<file path="config.mk">
export PLATFORM = sky130hd
export DESIGN_NAME = net_ingress_top
export DESIGN_NICKNAME = d
export VERILOG_FILES = /design/src/hw/net_pkg.sv /design/src/hw/axis_reg_array.sv /design/src/hw/axis_reg_slice.sv /design/src/hw/net_bp_drop.sv /design/src/hw/net_ingress_top.sv /design/src/hw/net_rx_fifo.sv
export SDC_FILE = /design/constraint.sdc
export NUM_CORES = 2
export LEC_CHECK = 0
export BUFFER_PORTS_ARGS = -buffer_cell sky130_fd_sc_hd__buf_2
export CAP_MARGIN = 0
export CORE_ASPECT_RATIO = 0.7
export CORE_MARGIN = 1.5
export CORE_UTILIZATION = 33
export DETAILED_ROUTE_END_ITERATION = 10
export GPL_TIMING_DRIVEN = 0
export PLACE_DENSITY_LB_ADDON = 0.1
export SLEW_MARGIN = 20
export SYNTH_ARGS = -nofsm -noshare
export SYNTH_HDL_FRONTEND = slang
export SYNTH_HIERARCHICAL = 1
export SYNTH_MEMORY_MAX_BITS = 65536
export SYNTH_SLANG_ARGS = --single-unit
</file>
<file path="constraint.sdc">
create_clock -name aclk -period 5.5 [get_ports aclk]
set_input_delay 0.275 -clock aclk [delete_from_list [all_inputs] [get_ports aclk]]
set_output_delay 0.275 -clock aclk [all_outputs]
set_load 0.1 [all_outputs]
</file>
<file path="src/hw/net_pkg.sv">
// Network ingress shared definitions
// Beat layout, pipeline depth and RX FIFO sizing

package net_pkg;

    // Beat layout, one keep bit per data byte
    localparam int NET_DATA_BITS = 64;
    localparam int NET_KEEP_BITS = NET_DATA_BITS / 8;

    // Register stages in each slice array
    localparam int PIPE_STAGES = 2;

    // RX FIFO size in beats
    localparam int RX_FIFO_DEPTH = 64;

    // Fill count must reach RX_FIFO_DEPTH itself
    localparam int RX_FIFO_CNT_BITS = $clog2(RX_FIFO_DEPTH + 1);

    // Longest packet the network may send
    localparam int MAX_PKT_BEATS = 16;

    // Headroom for one whole packet plus beats still in the slices
    // and the one beat written on the edge where the flag is sampled
    localparam int PROG_FULL_LEVEL =
        RX_FIFO_DEPTH - MAX_PKT_BEATS - PIPE_STAGES - 1;

endpackage

</file>
<file path="src/hw/axis_reg_array.sv">
// Chain of register slices of configurable depth
// Zero stages leaves a plain combinational path

`timescale 1ns/1ps

module axis_reg_array import net_pkg::*; #(
    parameter int N_STAGES = PIPE_STAGES
) (
    input  logic                     aclk,
    input  logic                     aresetn,

    // Upstream
    input  logic                     s_tvalid,
    output logic                     s_tready,
    input  logic [NET_DATA_BITS-1:0] s_tdata,
    input  logic [NET_KEEP_BITS-1:0] s_tkeep,
    input  logic                     s_tlast,

    // Downstream
    output logic                     m_tvalid,
    input  logic                     m_tready,
    output logic [NET_DATA_BITS-1:0] m_tdata,
    output logic [NET_KEEP_BITS-1:0] m_tkeep,
    output logic                     m_tlast
);

    if (N_STAGES == 0) begin : gen_pass
        // No registers, stream goes straight through
        assign m_tvalid = s_tvalid;
        assign s_tready = m_tready;
        assign m_tdata  = s_tdata;
        assign m_tkeep  = s_tkeep;
        assign m_tlast  = s_tlast;
    end else begin : gen_chain
        // Index 0 is the array input, N_STAGES the output
        wire [N_STAGES:0]          vld;
        wire [N_STAGES:0]          rdy;
        wire [N_STAGES:0]          lst;
        wire [NET_DATA_BITS-1:0]   dat [N_STAGES+1];
        wire [NET_KEEP_BITS-1:0]   kep [N_STAGES+1];

        assign vld[0]   = s_tvalid;
        assign dat[0]   = s_tdata;
        assign kep[0]   = s_tkeep;
        assign lst[0]   = s_tlast;
        assign s_tready = rdy[0];

        for (genvar i = 0; i < N_STAGES; i++) begin : gen_stage
            axis_reg_slice inst_slice (
                .aclk     (aclk),
                .aresetn  (aresetn),
                .s_tvalid (vld[i]),
                .s_tready (rdy[i]),
                .s_tdata  (dat[i]),
                .s_tkeep  (kep[i]),
                .s_tlast  (lst[i]),
                .m_tvalid (vld[i+1]),
                .m_tready (rdy[i+1]),
                .m_tdata  (dat[i+1]),
                .m_tkeep  (kep[i+1]),
                .m_tlast  (lst[i+1])
            );
        end

        // Last stage faces the sink
        assign m_tvalid         = vld[N_STAGES];
        assign rdy[N_STAGES]    = m_tready;
        assign m_tdata          = dat[N_STAGES];
        assign m_tkeep          = kep[N_STAGES];
        assign m_tlast          = lst[N_STAGES];
    end

endmodule

</file>
<file path="src/hw/axis_reg_slice.sv">
// Single register slice for a data/keep/last beat stream
// Holds one beat; takes a new one when empty or when draining

`timescale 1ns/1ps

module axis_reg_slice import net_pkg::*; (
    input  logic                     aclk,
    input  logic                     aresetn,

    // Upstream
    input  logic                     s_tvalid,
    output logic                     s_tready,
    input  logic [NET_DATA_BITS-1:0] s_tdata,
    input  logic [NET_KEEP_BITS-1:0] s_tkeep,
    input  logic                     s_tlast,

    // Downstream
    output logic                     m_tvalid,
    input  logic                     m_tready,
    output logic [NET_DATA_BITS-1:0] m_tdata,
    output logic [NET_KEEP_BITS-1:0] m_tkeep,
    output logic                     m_tlast
);

    // Free slot, or current beat leaves this cycle
    assign s_tready = !m_tvalid || m_tready;

    // Occupancy flag
    always_ff @(posedge aclk) begin
        if (!aresetn) begin
            m_tvalid <= 1'b0;
        end else if (s_tready) begin
            m_tvalid <= s_tvalid;
        end
    end

    // Payload, loaded on every accepted beat
    always_ff @(posedge aclk) begin
        if (s_tready && s_tvalid) begin
            m_tdata <= s_tdata;
            m_tkeep <= s_tkeep;
            m_tlast <= s_tlast;
        end
    end

    // Stalled beat must not change under the sink
    a_hold_stable: assert property (
        @(posedge aclk) disable iff (!aresetn)
        m_tvalid && !m_tready |=> $stable(m_tdata)
    );

endmodule

</file>
<file path="src/hw/net_bp_drop.sv">
// Per-packet drop filter on the network RX stream
// Keeps or discards each packet whole, decided at its first beat
// from the programmable-full flag of the RX FIFO; never stalls

`timescale 1ns/1ps

module net_bp_drop import net_pkg::*; (
    input  logic                     aclk,
    input  logic                     aresetn,

    // Level flag from the RX FIFO
    input  logic                     prog_full,

    // Network side has no ready
    input  logic                     s_tvalid,
    input  logic [NET_DATA_BITS-1:0] s_tdata,
    input  logic [NET_KEEP_BITS-1:0] s_tkeep,
    input  logic                     s_tlast,

    // Filtered stream is a strobe only
    output logic                     m_tvalid,
    output logic [NET_DATA_BITS-1:0] m_tdata,
    output logic [NET_KEEP_BITS-1:0] m_tkeep,
    output logic                     m_tlast
);

    // Idle waits for a first beat; fwd and drop last until tlast
    typedef enum logic [1:0] {
        ST_IDLE = 2'b00,
        ST_FWD  = 2'b01,
        ST_DROP = 2'b10
    } state_t;

    state_t state_c;
    state_t state_n;

    always_ff @(posedge aclk) begin
        if (!aresetn) begin
            state_c <= ST_IDLE;
        end else begin
            state_c <= state_n;
        end
    end

    // Next state
    always_comb begin
        state_n = state_c;
        case (state_c)
            ST_IDLE: begin
                // Single-beat packets never leave idle
                if (s_tvalid && !s_tlast) begin
                    state_n = prog_full ? ST_DROP : ST_FWD;
                end
            end
            ST_FWD, ST_DROP: begin
                if (s_tvalid && s_tlast) begin
                    state_n = ST_IDLE;
                end
            end
            default: state_n = ST_IDLE;
        endcase
    end

    // Mask valid by state, with the live flag on a first beat
    always_comb begin
        case (state_c)
            ST_IDLE: m_tvalid = s_tvalid && !prog_full;
            ST_FWD:  m_tvalid = s_tvalid;
            default: m_tvalid = 1'b0;
        endcase
    end

    // Payload is never altered
    assign m_tdata = s_tdata;
    assign m_tkeep = s_tkeep;
    assign m_tlast = s_tlast;

    // Beat after a non-last beat shares its keep or drop outcome
    a_whole_packet: assert property (
        @(posedge aclk) disable iff (!aresetn)
        s_tvalid && !s_tlast |=> !s_tvalid || (m_tvalid == $past(m_tvalid))
    );

endmodule

</file>
<file path="src/hw/net_ingress_top.sv">
// Network ingress stage
// RX: drop filter, register slices, receive FIFO towards the host
// TX: register slices only

`timescale 1ns/1ps

module net_ingress_top import net_pkg::*; (
    input  logic                        aclk,
    input  logic                        aresetn,

    // Network RX, always accepted
    input  logic                        s_rx_tvalid,
    input  logic [NET_DATA_BITS-1:0]    s_rx_tdata,
    input  logic [NET_KEEP_BITS-1:0]    s_rx_tkeep,
    input  logic                        s_rx_tlast,

    // Host RX
    output logic                        m_rx_tvalid,
    input  logic                        m_rx_tready,
    output logic [NET_DATA_BITS-1:0]    m_rx_tdata,
    output logic [NET_KEEP_BITS-1:0]    m_rx_tkeep,
    output logic                        m_rx_tlast,

    // TX pass-through in
    input  logic                        s_tx_tvalid,
    output logic                        s_tx_tready,
    input  logic [NET_DATA_BITS-1:0]    s_tx_tdata,
    input  logic [NET_KEEP_BITS-1:0]    s_tx_tkeep,
    input  logic                        s_tx_tlast,

    // TX pass-through out
    output logic                        m_tx_tvalid,
    input  logic                        m_tx_tready,
    output logic [NET_DATA_BITS-1:0]    m_tx_tdata,
    output logic [NET_KEEP_BITS-1:0]    m_tx_tkeep,
    output logic                        m_tx_tlast,

    // FIFO occupancy for monitoring
    output logic [RX_FIFO_CNT_BITS-1:0] rx_fill
);

    // Filter to RX slices
    logic                     flt_tvalid;
    logic [NET_DATA_BITS-1:0] flt_tdata;
    logic [NET_KEEP_BITS-1:0] flt_tkeep;
    logic                     flt_tlast;

    // RX slices to FIFO
    logic                     arr_tvalid;
    logic                     arr_tready;
    logic [NET_DATA_BITS-1:0] arr_tdata;
    logic [NET_KEEP_BITS-1:0] arr_tkeep;
    logic                     arr_tlast;

    logic                     fifo_prog_full;

    net_bp_drop inst_drop (
        .aclk      (aclk),
        .aresetn   (aresetn),
        .prog_full (fifo_prog_full),
        .s_tvalid  (s_rx_tvalid),
        .s_tdata   (s_rx_tdata),
        .s_tkeep   (s_rx_tkeep),
        .s_tlast   (s_rx_tlast),
        .m_tvalid  (flt_tvalid),
        .m_tdata   (flt_tdata),
        .m_tkeep   (flt_tkeep),
        .m_tlast   (flt_tlast)
    );

    // Filter output is a strobe, ready of the RX slices is not used
    axis_reg_array #(.N_STAGES(PIPE_STAGES)) inst_rx_array (
        .aclk     (aclk),
        .aresetn  (aresetn),
        .s_tvalid (flt_tvalid),
        .s_tready (),
        .s_tdata  (flt_tdata),
        .s_tkeep  (flt_tkeep),
        .s_tlast  (flt_tlast),
        .m_tvalid (arr_tvalid),
        .m_tready (arr_tready),
        .m_tdata  (arr_tdata),
        .m_tkeep  (arr_tkeep),
        .m_tlast  (arr_tlast)
    );

    net_rx_fifo inst_rx_fifo (
        .aclk      (aclk),
        .aresetn   (aresetn),
        .s_tvalid  (arr_tvalid),
        .s_tready  (arr_tready),
        .s_tdata   (arr_tdata),
        .s_tkeep   (arr_tkeep),
        .s_tlast   (arr_tlast),
        .m_tvalid  (m_rx_tvalid),
        .m_tready  (m_rx_tready),
        .m_tdata   (m_rx_tdata),
        .m_tkeep   (m_rx_tkeep),
        .m_tlast   (m_rx_tlast),
        .fill      (rx_fill),
        .prog_full (fifo_prog_full)
    );

    // TX path, back-pressure comes from the sink
    axis_reg_array #(.N_STAGES(PIPE_STAGES)) inst_tx_array (
        .aclk     (aclk),
        .aresetn  (aresetn),
        .s_tvalid (s_tx_tvalid),
        .s_tready (s_tx_tready),
        .s_tdata  (s_tx_tdata),
        .s_tkeep  (s_tx_tkeep),
        .s_tlast  (s_tx_tlast),
        .m_tvalid (m_tx_tvalid),
        .m_tready (m_tx_tready),
        .m_tdata  (m_tx_tdata),
        .m_tkeep  (m_tx_tkeep),
        .m_tlast  (m_tx_tlast)
    );

endmodule

</file>
<file path="src/hw/net_rx_fifo.sv">
// Receive beat FIFO between the RX slices and the host
// Circular buffer with fill count and programmable-full flag

`timescale 1ns/1ps

module net_rx_fifo import net_pkg::*; (
    input  logic                        aclk,
    input  logic                        aresetn,

    // Write side
    input  logic                        s_tvalid,
    output logic                        s_tready,
    input  logic [NET_DATA_BITS-1:0]    s_tdata,
    input  logic [NET_KEEP_BITS-1:0]    s_tkeep,
    input  logic                        s_tlast,

    // Read side
    output logic                        m_tvalid,
    input  logic                        m_tready,
    output logic [NET_DATA_BITS-1:0]    m_tdata,
    output logic [NET_KEEP_BITS-1:0]    m_tkeep,
    output logic                        m_tlast,

    // Level reporting
    output logic [RX_FIFO_CNT_BITS-1:0] fill,
    output logic                        prog_full
);

    // Power-of-two depth, pointers wrap on their own
    logic [NET_DATA_BITS-1:0]         mem_data [RX_FIFO_DEPTH];
    logic [NET_KEEP_BITS-1:0]         mem_keep [RX_FIFO_DEPTH];
    logic                             mem_last [RX_FIFO_DEPTH];
    logic [$clog2(RX_FIFO_DEPTH)-1:0] wr_ptr;
    logic [$clog2(RX_FIFO_DEPTH)-1:0] rd_ptr;
    logic                             wr_en;
    logic                             rd_en;

    assign s_tready = (fill != RX_FIFO_CNT_BITS'(RX_FIFO_DEPTH));
    assign m_tvalid = (fill != '0);
    assign wr_en    = s_tvalid && s_tready;
    assign rd_en    = m_tvalid && m_tready;

    // Storage
    always_ff @(posedge aclk) begin
        if (wr_en) begin
            mem_data[wr_ptr] <= s_tdata;
            mem_keep[wr_ptr] <= s_tkeep;
            mem_last[wr_ptr] <= s_tlast;
        end
    end

    // Head of queue, visible the cycle after its write
    assign m_tdata = mem_data[rd_ptr];
    assign m_tkeep = mem_keep[rd_ptr];
    assign m_tlast = mem_last[rd_ptr];

    // Pointers and occupancy
    always_ff @(posedge aclk) begin
        if (!aresetn) begin
            wr_ptr <= '0;
            rd_ptr <= '0;
            fill   <= '0;
        end else begin
            if (wr_en) begin
                wr_ptr <= wr_ptr + 1'b1;
            end
            if (rd_en) begin
                rd_ptr <= rd_ptr + 1'b1;
            end
            // Simultaneous read and write keeps the count
            case ({wr_en, rd_en})
                2'b10:   fill <= fill + 1'b1;
                2'b01:   fill <= fill - 1'b1;
                default: fill <= fill;
            endcase
        end
    end

    // Drop filter threshold
    assign prog_full = (fill >= RX_FIFO_CNT_BITS'(PROG_FULL_LEVEL));

    // Upstream filter cannot stall, so the threshold must leave room
    a_no_overflow: assert property (
        @(posedge aclk) disable iff (!aresetn)
        s_tvalid |-> s_tready
    );

endmodule

</file>
After elaboration in Yosys (flattened, before gate mapping)
Memory sizes are Yosys's and may differ from the RTL's. A register that Yosys moved wholly into a read port is not among the register bits.
Cells that the tools add are included.
W data, S select, Z words.

cells by class
  $add $sub $neg = 4
  multiplexer cells = 14
  order comparisons = 1
  reduce and logical (&&, ||, !) cells = 24
  eq/ne operators = 7

operators by type and width
  operator               count
  $mux W6                6
  $pmux W7 S2            1
  $add A6 B1 Y6 const B  2
  $logic_and A1 B1 Y1    9
  $add A7 B1 Y7 const B  1
  $ge A7 B6 Y1 const B   1
  $ne A7 B7 Y1 const B   1
  $reduce_bool A7 Y1     1
  $sub A7 B1 Y7 const B  1
  $logic_not A1 Y1       6
  $mux W2                3
  $eq A2 B1 Y1 const B   2
  $eq A2 B2 Y1 const B   2
  $logic_or A1 B1 Y1     4
  $ne A2 B1 Y1 const B   2
  $pmux W2 S2            1
  $logic_not A2 Y1       1
  $mux W1                2
  $pmux W1 S2            1
  $reduce_and A2 Y1      1
  $reduce_bool A2 Y1     1
  $reduce_or A2 Y1       1

storage, ports and cells
  output and inout port bits = 156
  bits of input ports = 152
  word-level logic and storage cells = 73
  bits in writable memories = 4672
  flip-flop bits (word level) = 317
  memories kept = 3

memories
  name                   depth  width  rd ports  clocked after memory_dff  wr ports  line               text
  inst_rx_fifo.mem_data  64     64     1         1                         1         net_rx_fifo.sv:30  logic [NET_DATA_BITS-1:0] mem_data [RX_FIFO_DEPTH];
  inst_rx_fifo.mem_keep  64     8      1         1                         1         net_rx_fifo.sv:31  logic [NET_KEEP_BITS-1:0] mem_keep [RX_FIFO_DEPTH];
  inst_rx_fifo.mem_last  64     1      1         1                         1         net_rx_fifo.sv:32  logic mem_last [RX_FIFO_DEPTH];

Longest topological paths before layout
  depth in word-level cells = 5
  depth in mapped cells = 13
  depth with buffers taken out = 11

By module
Netlist, hierarchy kept.

by module, submodules not included
  module          cells an instance  area each (µm²)  sequential area each (µm²)  instances
  net_rx_fifo     7509               177482.7         140795.0                    1
  axis_reg_slice  78                 2249.7           2212.1                      4
  net_bp_drop     93                 718.2            40.0                        1

Worst setup path before layout
OpenSTA, ideal clock, no wires.

  kind = register to register
  start point = reg inst_rx_fifo.fill[1]
  end point = mem inst_rx_fifo.mem_data[59][0] (enable)
  period minus slack after synthesis = 5.893 ns
  required time = 4.995 ns
  buffers on the path = 1
  cell stages (with the launch flop) = 7
  setup time = 0.505 ns
  arrival = 5.388 ns
  path slack = -0.393 ns
  cells stage by stage = dfxtp_1 > buf_2 > nor4_2 > a31oi_2 > nor2b_1 > nand3_1 > nor2_1

between the ends
  longest elaborated chain between the ends = 4

RTL lines
  element                        line               text
  start: declaration             net_rx_fifo.sv:25  output logic [RX_FIFO_CNT_BITS-1:0] fill,
  start signal: assignment       net_rx_fifo.sv:72  2'b10: fill <= fill + 1'b1;
  start signal: assignment       net_rx_fifo.sv:73  2'b01: fill <= fill - 1'b1;
  start signal: assignment       net_rx_fifo.sv:74  default: fill <= fill;
  $ne A7 B7 Y1                   net_rx_fifo.sv:38  assign s_tready = (fill != RX_FIFO_CNT_BITS'(RX_FIFO_DEPTH));
  $logic_and A1 B1 Y1            net_rx_fifo.sv:40  assign wr_en = s_tvalid && s_tready;
  $mux W1                        net_rx_fifo.sv:45  if (wr_en) begin
  $mux W1 (implied by the code)  net_rx_fifo.sv:46  mem_data[wr_ptr] <= s_tdata;
  end: declaration               net_rx_fifo.sv:30

No other way between the ends.

==> flow_metrics.tcl <==
set metrics [dict create \
    status "completed" \
    fp.dieArea_sq_um 572000 \
    clock_path_buffers 4 \
    final_nets 9652 \
    worst-path-buf-inv 5 \
    min_path_type "input port to flop" \
    clk_latency_ns 1.08 \
    synth_top_area_cell "edfxtp_1" \
    synth_edf_count 4964 \
    portBuffers 235 \
    fin_skew_ns 0.0495 \
    final_hold_viol_count 0 \
    utilization_pct 40.5 \
    dr.pass1.iters 6 \
    die_h_um 633 \
    reg2reg_slack_ns 0.95 \
    cts_sinks 4995 \
    synth_top_cell_area_share_pct 79.6 \
    synthFlopType "edfxtp_1" \
    synth_area_leaders "edfxtp_1 80%, mux4_2 14%, mux2i_1 1.3%" \
    grt_max_degree 74 \
    comb_power_share_pct 14.9 \
    wl_um 591000 \
    drtIter0Drc 11200 \
    slowest_delay_ns 0.56 \
    postLayoutCellArea_sq_um 229000 \
    rr_startpoint "inst_rx_fifo/fill[2]" \
    cts_tree "done" \
    stdcell_count 17500 \
    clk_pin_slew_worst_paths_ns 0.06 \
    r2r_end "inst_rx_fifo/mem_data[55][27]" \
    syn-num-nets 8074 \
    cts_root_buf "clkbuf_16" \
    yosysWarnings 6 \
    synthToLayoutAreaGrowth_pct 22.4 \
    min_path_cells 4 \
    slew_headroom_pct 20.7 \
    drc 0 \
    grt_pass1_vias 93500 \
    internal_power_mw 68.9 \
    yosysSeqAreaShare_pct 80.0 \
    placed_area_sq_um 209000 \
    num_vias 92900 \
    async_reset_ff_share_pct 0 \
    power_leakage_nw 70.3 \
    overflow 0 \
    grt_pass1_wl_um 800000 \
    pwr-share-clk_pct 37.0 \
    report.final.slew_viol_count 0 \
    peakVddDrop_mv 0.526 \
    placed_cells 16200 \
    grt_usage_pct 20.3 \
    p_sw_mw 24.9 \
    die_w_um 903 \
    multiInputGateArea_sq_um 35600 \
    min_delay_worst_endpoint "inst_drop/state_c[1]" \
    syn-cell-area_sq_um 187000 \
    fmax_ghz 0.185 \
    fin_hold_ws_ns 0.153 \
    dp.final_hpwl_um 421000 \
    ioPinCount 308 \
    setup_viol 0 \
    cap_violations 0 \
    start_util_pct 33.1 \
    num_rows 231 \
    slowest_stage "buf_4" \
    synth_cell_types 55 \
    p_sw_share_pct 26.5 \
    pre_cts_ws_ns -0.528 \
    synthCells 7914 \
    min_from "s_rx_tvalid" \
    crit_path_frequent_cell "buf_4" \
    syn_avg_cell_area_sq_um 23.7 \
    fin_ws_ns 0.105 \
    crit_path_cell_trace "buf_2 > buf_6 > buf_4 > buf_4 > mux4_2 > a22oi_1 > nand3_1 > o21ai_1 > a31oi_1 > clkbuf_4" \
    place.gp.congestion 0.745 \
    postRouteAntennaNets 0 \
    end_kind "output pin" \
    final_common_cell "edfxtp_1" \
    numCtsBuffers 527 \
    ys_ff_latch 4995 \
    drive_above_1_share_pct 31.0 \
    min_period_ns 5.40 \
    startpoint_type "flop" \
    final_cell_mix "4,964 x edfxtp_1, 1,144 x mux4_2, 543 x clkbuf_16" \
    finalCritPeriodShare_pct 98.1 \
    vias_per_cell 5.31 \
    htreeDepth 6 \
    r2r.worst_path.cells 8 \
    seqCellArea_sq_um 150000 \
    critPathTopFamily "buffers and inverters" \
    power.density_nw_per_um2 409 \
    n_fill_cell 49500 \
    cp_data_arrival_time_ns 5.12 \
    worstPathMaxFanout 10 \
    seq_power_share_pct 48.1 \
    critPathKind "flop to output pin" \
    wl_per_cell_um 33.8 \
    cp.required_ns 5.22 \
    core-area_sq_um 565000 \
    worstMarginPinSlew_ns 1.19 \
    antenna_found_initial 61 \
]
state kept, by name, indices dropped and copies added, names as in the netlist, named ones only:
| register | count |
|---|---|
| inst_rx_fifo/fill | 7 |
| inst_rx_fifo/mem_data | 4096 |
| inst_rx_array/gen_chain.gen_stage.inst_slice/m_tdata | 128 |
| inst_drop/state_c | 2 |
| inst_rx_array/gen_chain.gen_stage.inst_slice/m_tlast | 2 |
| inst_rx_array/gen_chain.gen_stage.inst_slice/m_tvalid | 2 |
| inst_rx_fifo/rd_ptr | 6 |
| inst_tx_array/gen_chain.gen_stage.inst_slice/m_tvalid | 2 |
| inst_tx_array/gen_chain.gen_stage.inst_slice/m_tkeep | 16 |
| inst_rx_fifo/wr_ptr | 6 |
| inst_rx_fifo/mem_keep | 512 |
| inst_rx_fifo/mem_last | 64 |
| inst_tx_array/gen_chain.gen_stage.inst_slice/m_tdata | 128 |
| inst_rx_array/gen_chain.gen_stage.inst_slice/m_tkeep | 16 |
| inst_tx_array/gen_chain.gen_stage.inst_slice/m_tlast | 2 |
area by class of cell:
cell class / instances / area share, %
flip-flops and latches: 4995 / 65.3
multi-input cells: 2399 / 15.6
repair buffers: 1053 / 6.53
clock buffers: 684 / 6.19
well taps: 7572 / 4.14
plain buffers: 504 / 1.23
clock inverters: 248 / 0.967
diodes: 25 / 0.0273
inverters: 12 / 0.0197
layer usage:
layer  share of wire (%)  vias to the layer above  track usage [%]
met5              0.0037                        -                0
met2                  44                     3456             29.9
li1                    -                    37400                -
met3                 7.7                      660             4.18
met1                  46                    51400             31.0
met4                 2.4                        4             4.63
power by group through the flow:
| stage | Sequential (mW) | Clock (mW) | Combinational [mW] |
|---|---|---|---|
| after CTS | 45.1 | 35.5 | 14.2 |
| final | 45.1 | 34.6 | 14.0 |
| after floorplan | 46.9 | 0 | 6.96 |
| after global routing | 45.2 | 36.9 | 14.9 |
| after detailed placement | 45.9 | 0 | 13.9 |
| after global placement | 47.8 | 0 | 10.9 |
cell usage after synthesis (5+ instances only):
| library cell | count |
|---|---|
| xor2_1 | 6 |
| a211oi_1 | 97 |
| clkbuf_1 | 200 |
| a2111oi_2 | 8 |
| and3_1 | 13 |
| o22ai_1 | 122 |
| buf_6 | 5 |
| o21ai_0 | 5 |
| edfxtp_1 | 4964 |
| xnor2_1 | 7 |
| a221oi_1 | 13 |
| and2_1 | 13 |
| nand2_1 | 31 |
| nand2b_1 | 11 |
| dfxtp_1 | 31 |
| mux4_2 | 1144 |
| buf_1 | 46 |
| nor2_1 | 84 |
| o21ai_1 | 60 |
| a31oi_1 | 63 |
| buf_4 | 115 |
| mux2i_1 | 241 |
| nor2b_1 | 29 |
| a22oi_1 | 304 |
| nand3_1 | 72 |
| a221o_1 | 12 |
| inv_1 | 12 |
| buf_2 | 142 |
| ha_1 | 8 |
stage by stage:
stage          total power [mW]   TNS, ns
2_1_floorplan              53.8  -1314.25
5_1_grt                    97.0   -0.0679
3_5_place_dp               59.9     -1.59
3_3_place_gp               58.7         -
6_report                   93.7         0
4_1_cts                    94.9         0
worst max path at each step:
stage                                    endpoint  slack (ns)  cells past startpoint
finish                              m_rx_tdata[4]        0.10                     10
global route                        m_rx_tdata[4]       -0.03                     11
CTS                                 m_rx_tdata[9]       0.001                     10
detailed placement                  m_rx_tkeep[4]       -0.53                      9
global placement    inst_rx_fifo/mem_data[25][57]       -7.03                      6
floorplan            inst_rx_fifo/mem_data[59][0]       -0.39                      6
kinds of logic after synthesis:
logic type	count (synthesis)	synth area share (%)
AOI/OAI and AO/OA	710	2.71
xor gates and xnor gates	13	0.0608
adders and majority gates	8	0.0535
buffers and inverters	520	1.39
DFF	4995	80.0
muxes	1385	15.1
and+or+nand+nor	283	0.777
worst register-to-register path, cell delays in order (launching register included):
cell and delay [ns]:
dfxtp_1 0.33, buf_2 0.21, nor2_1 0.14, a31oi_2 0.81, nand4_1 1.03, nor2_4 0.97, buf_12 0.28, buf_16 0.21
buf_12 0.23
timing repair:
item                                   4_1_cts  5_1_grt
pin swaps                                    1        0
endpoints found under the hold margin      248        0
hold buffers                               302        0
buffers inserted                             4        0
cloned                                       0        0
resized for setup                          126       32
setup endpoints to repair                   73       21
No activity file was read; power rests on OpenSTA's default activity.
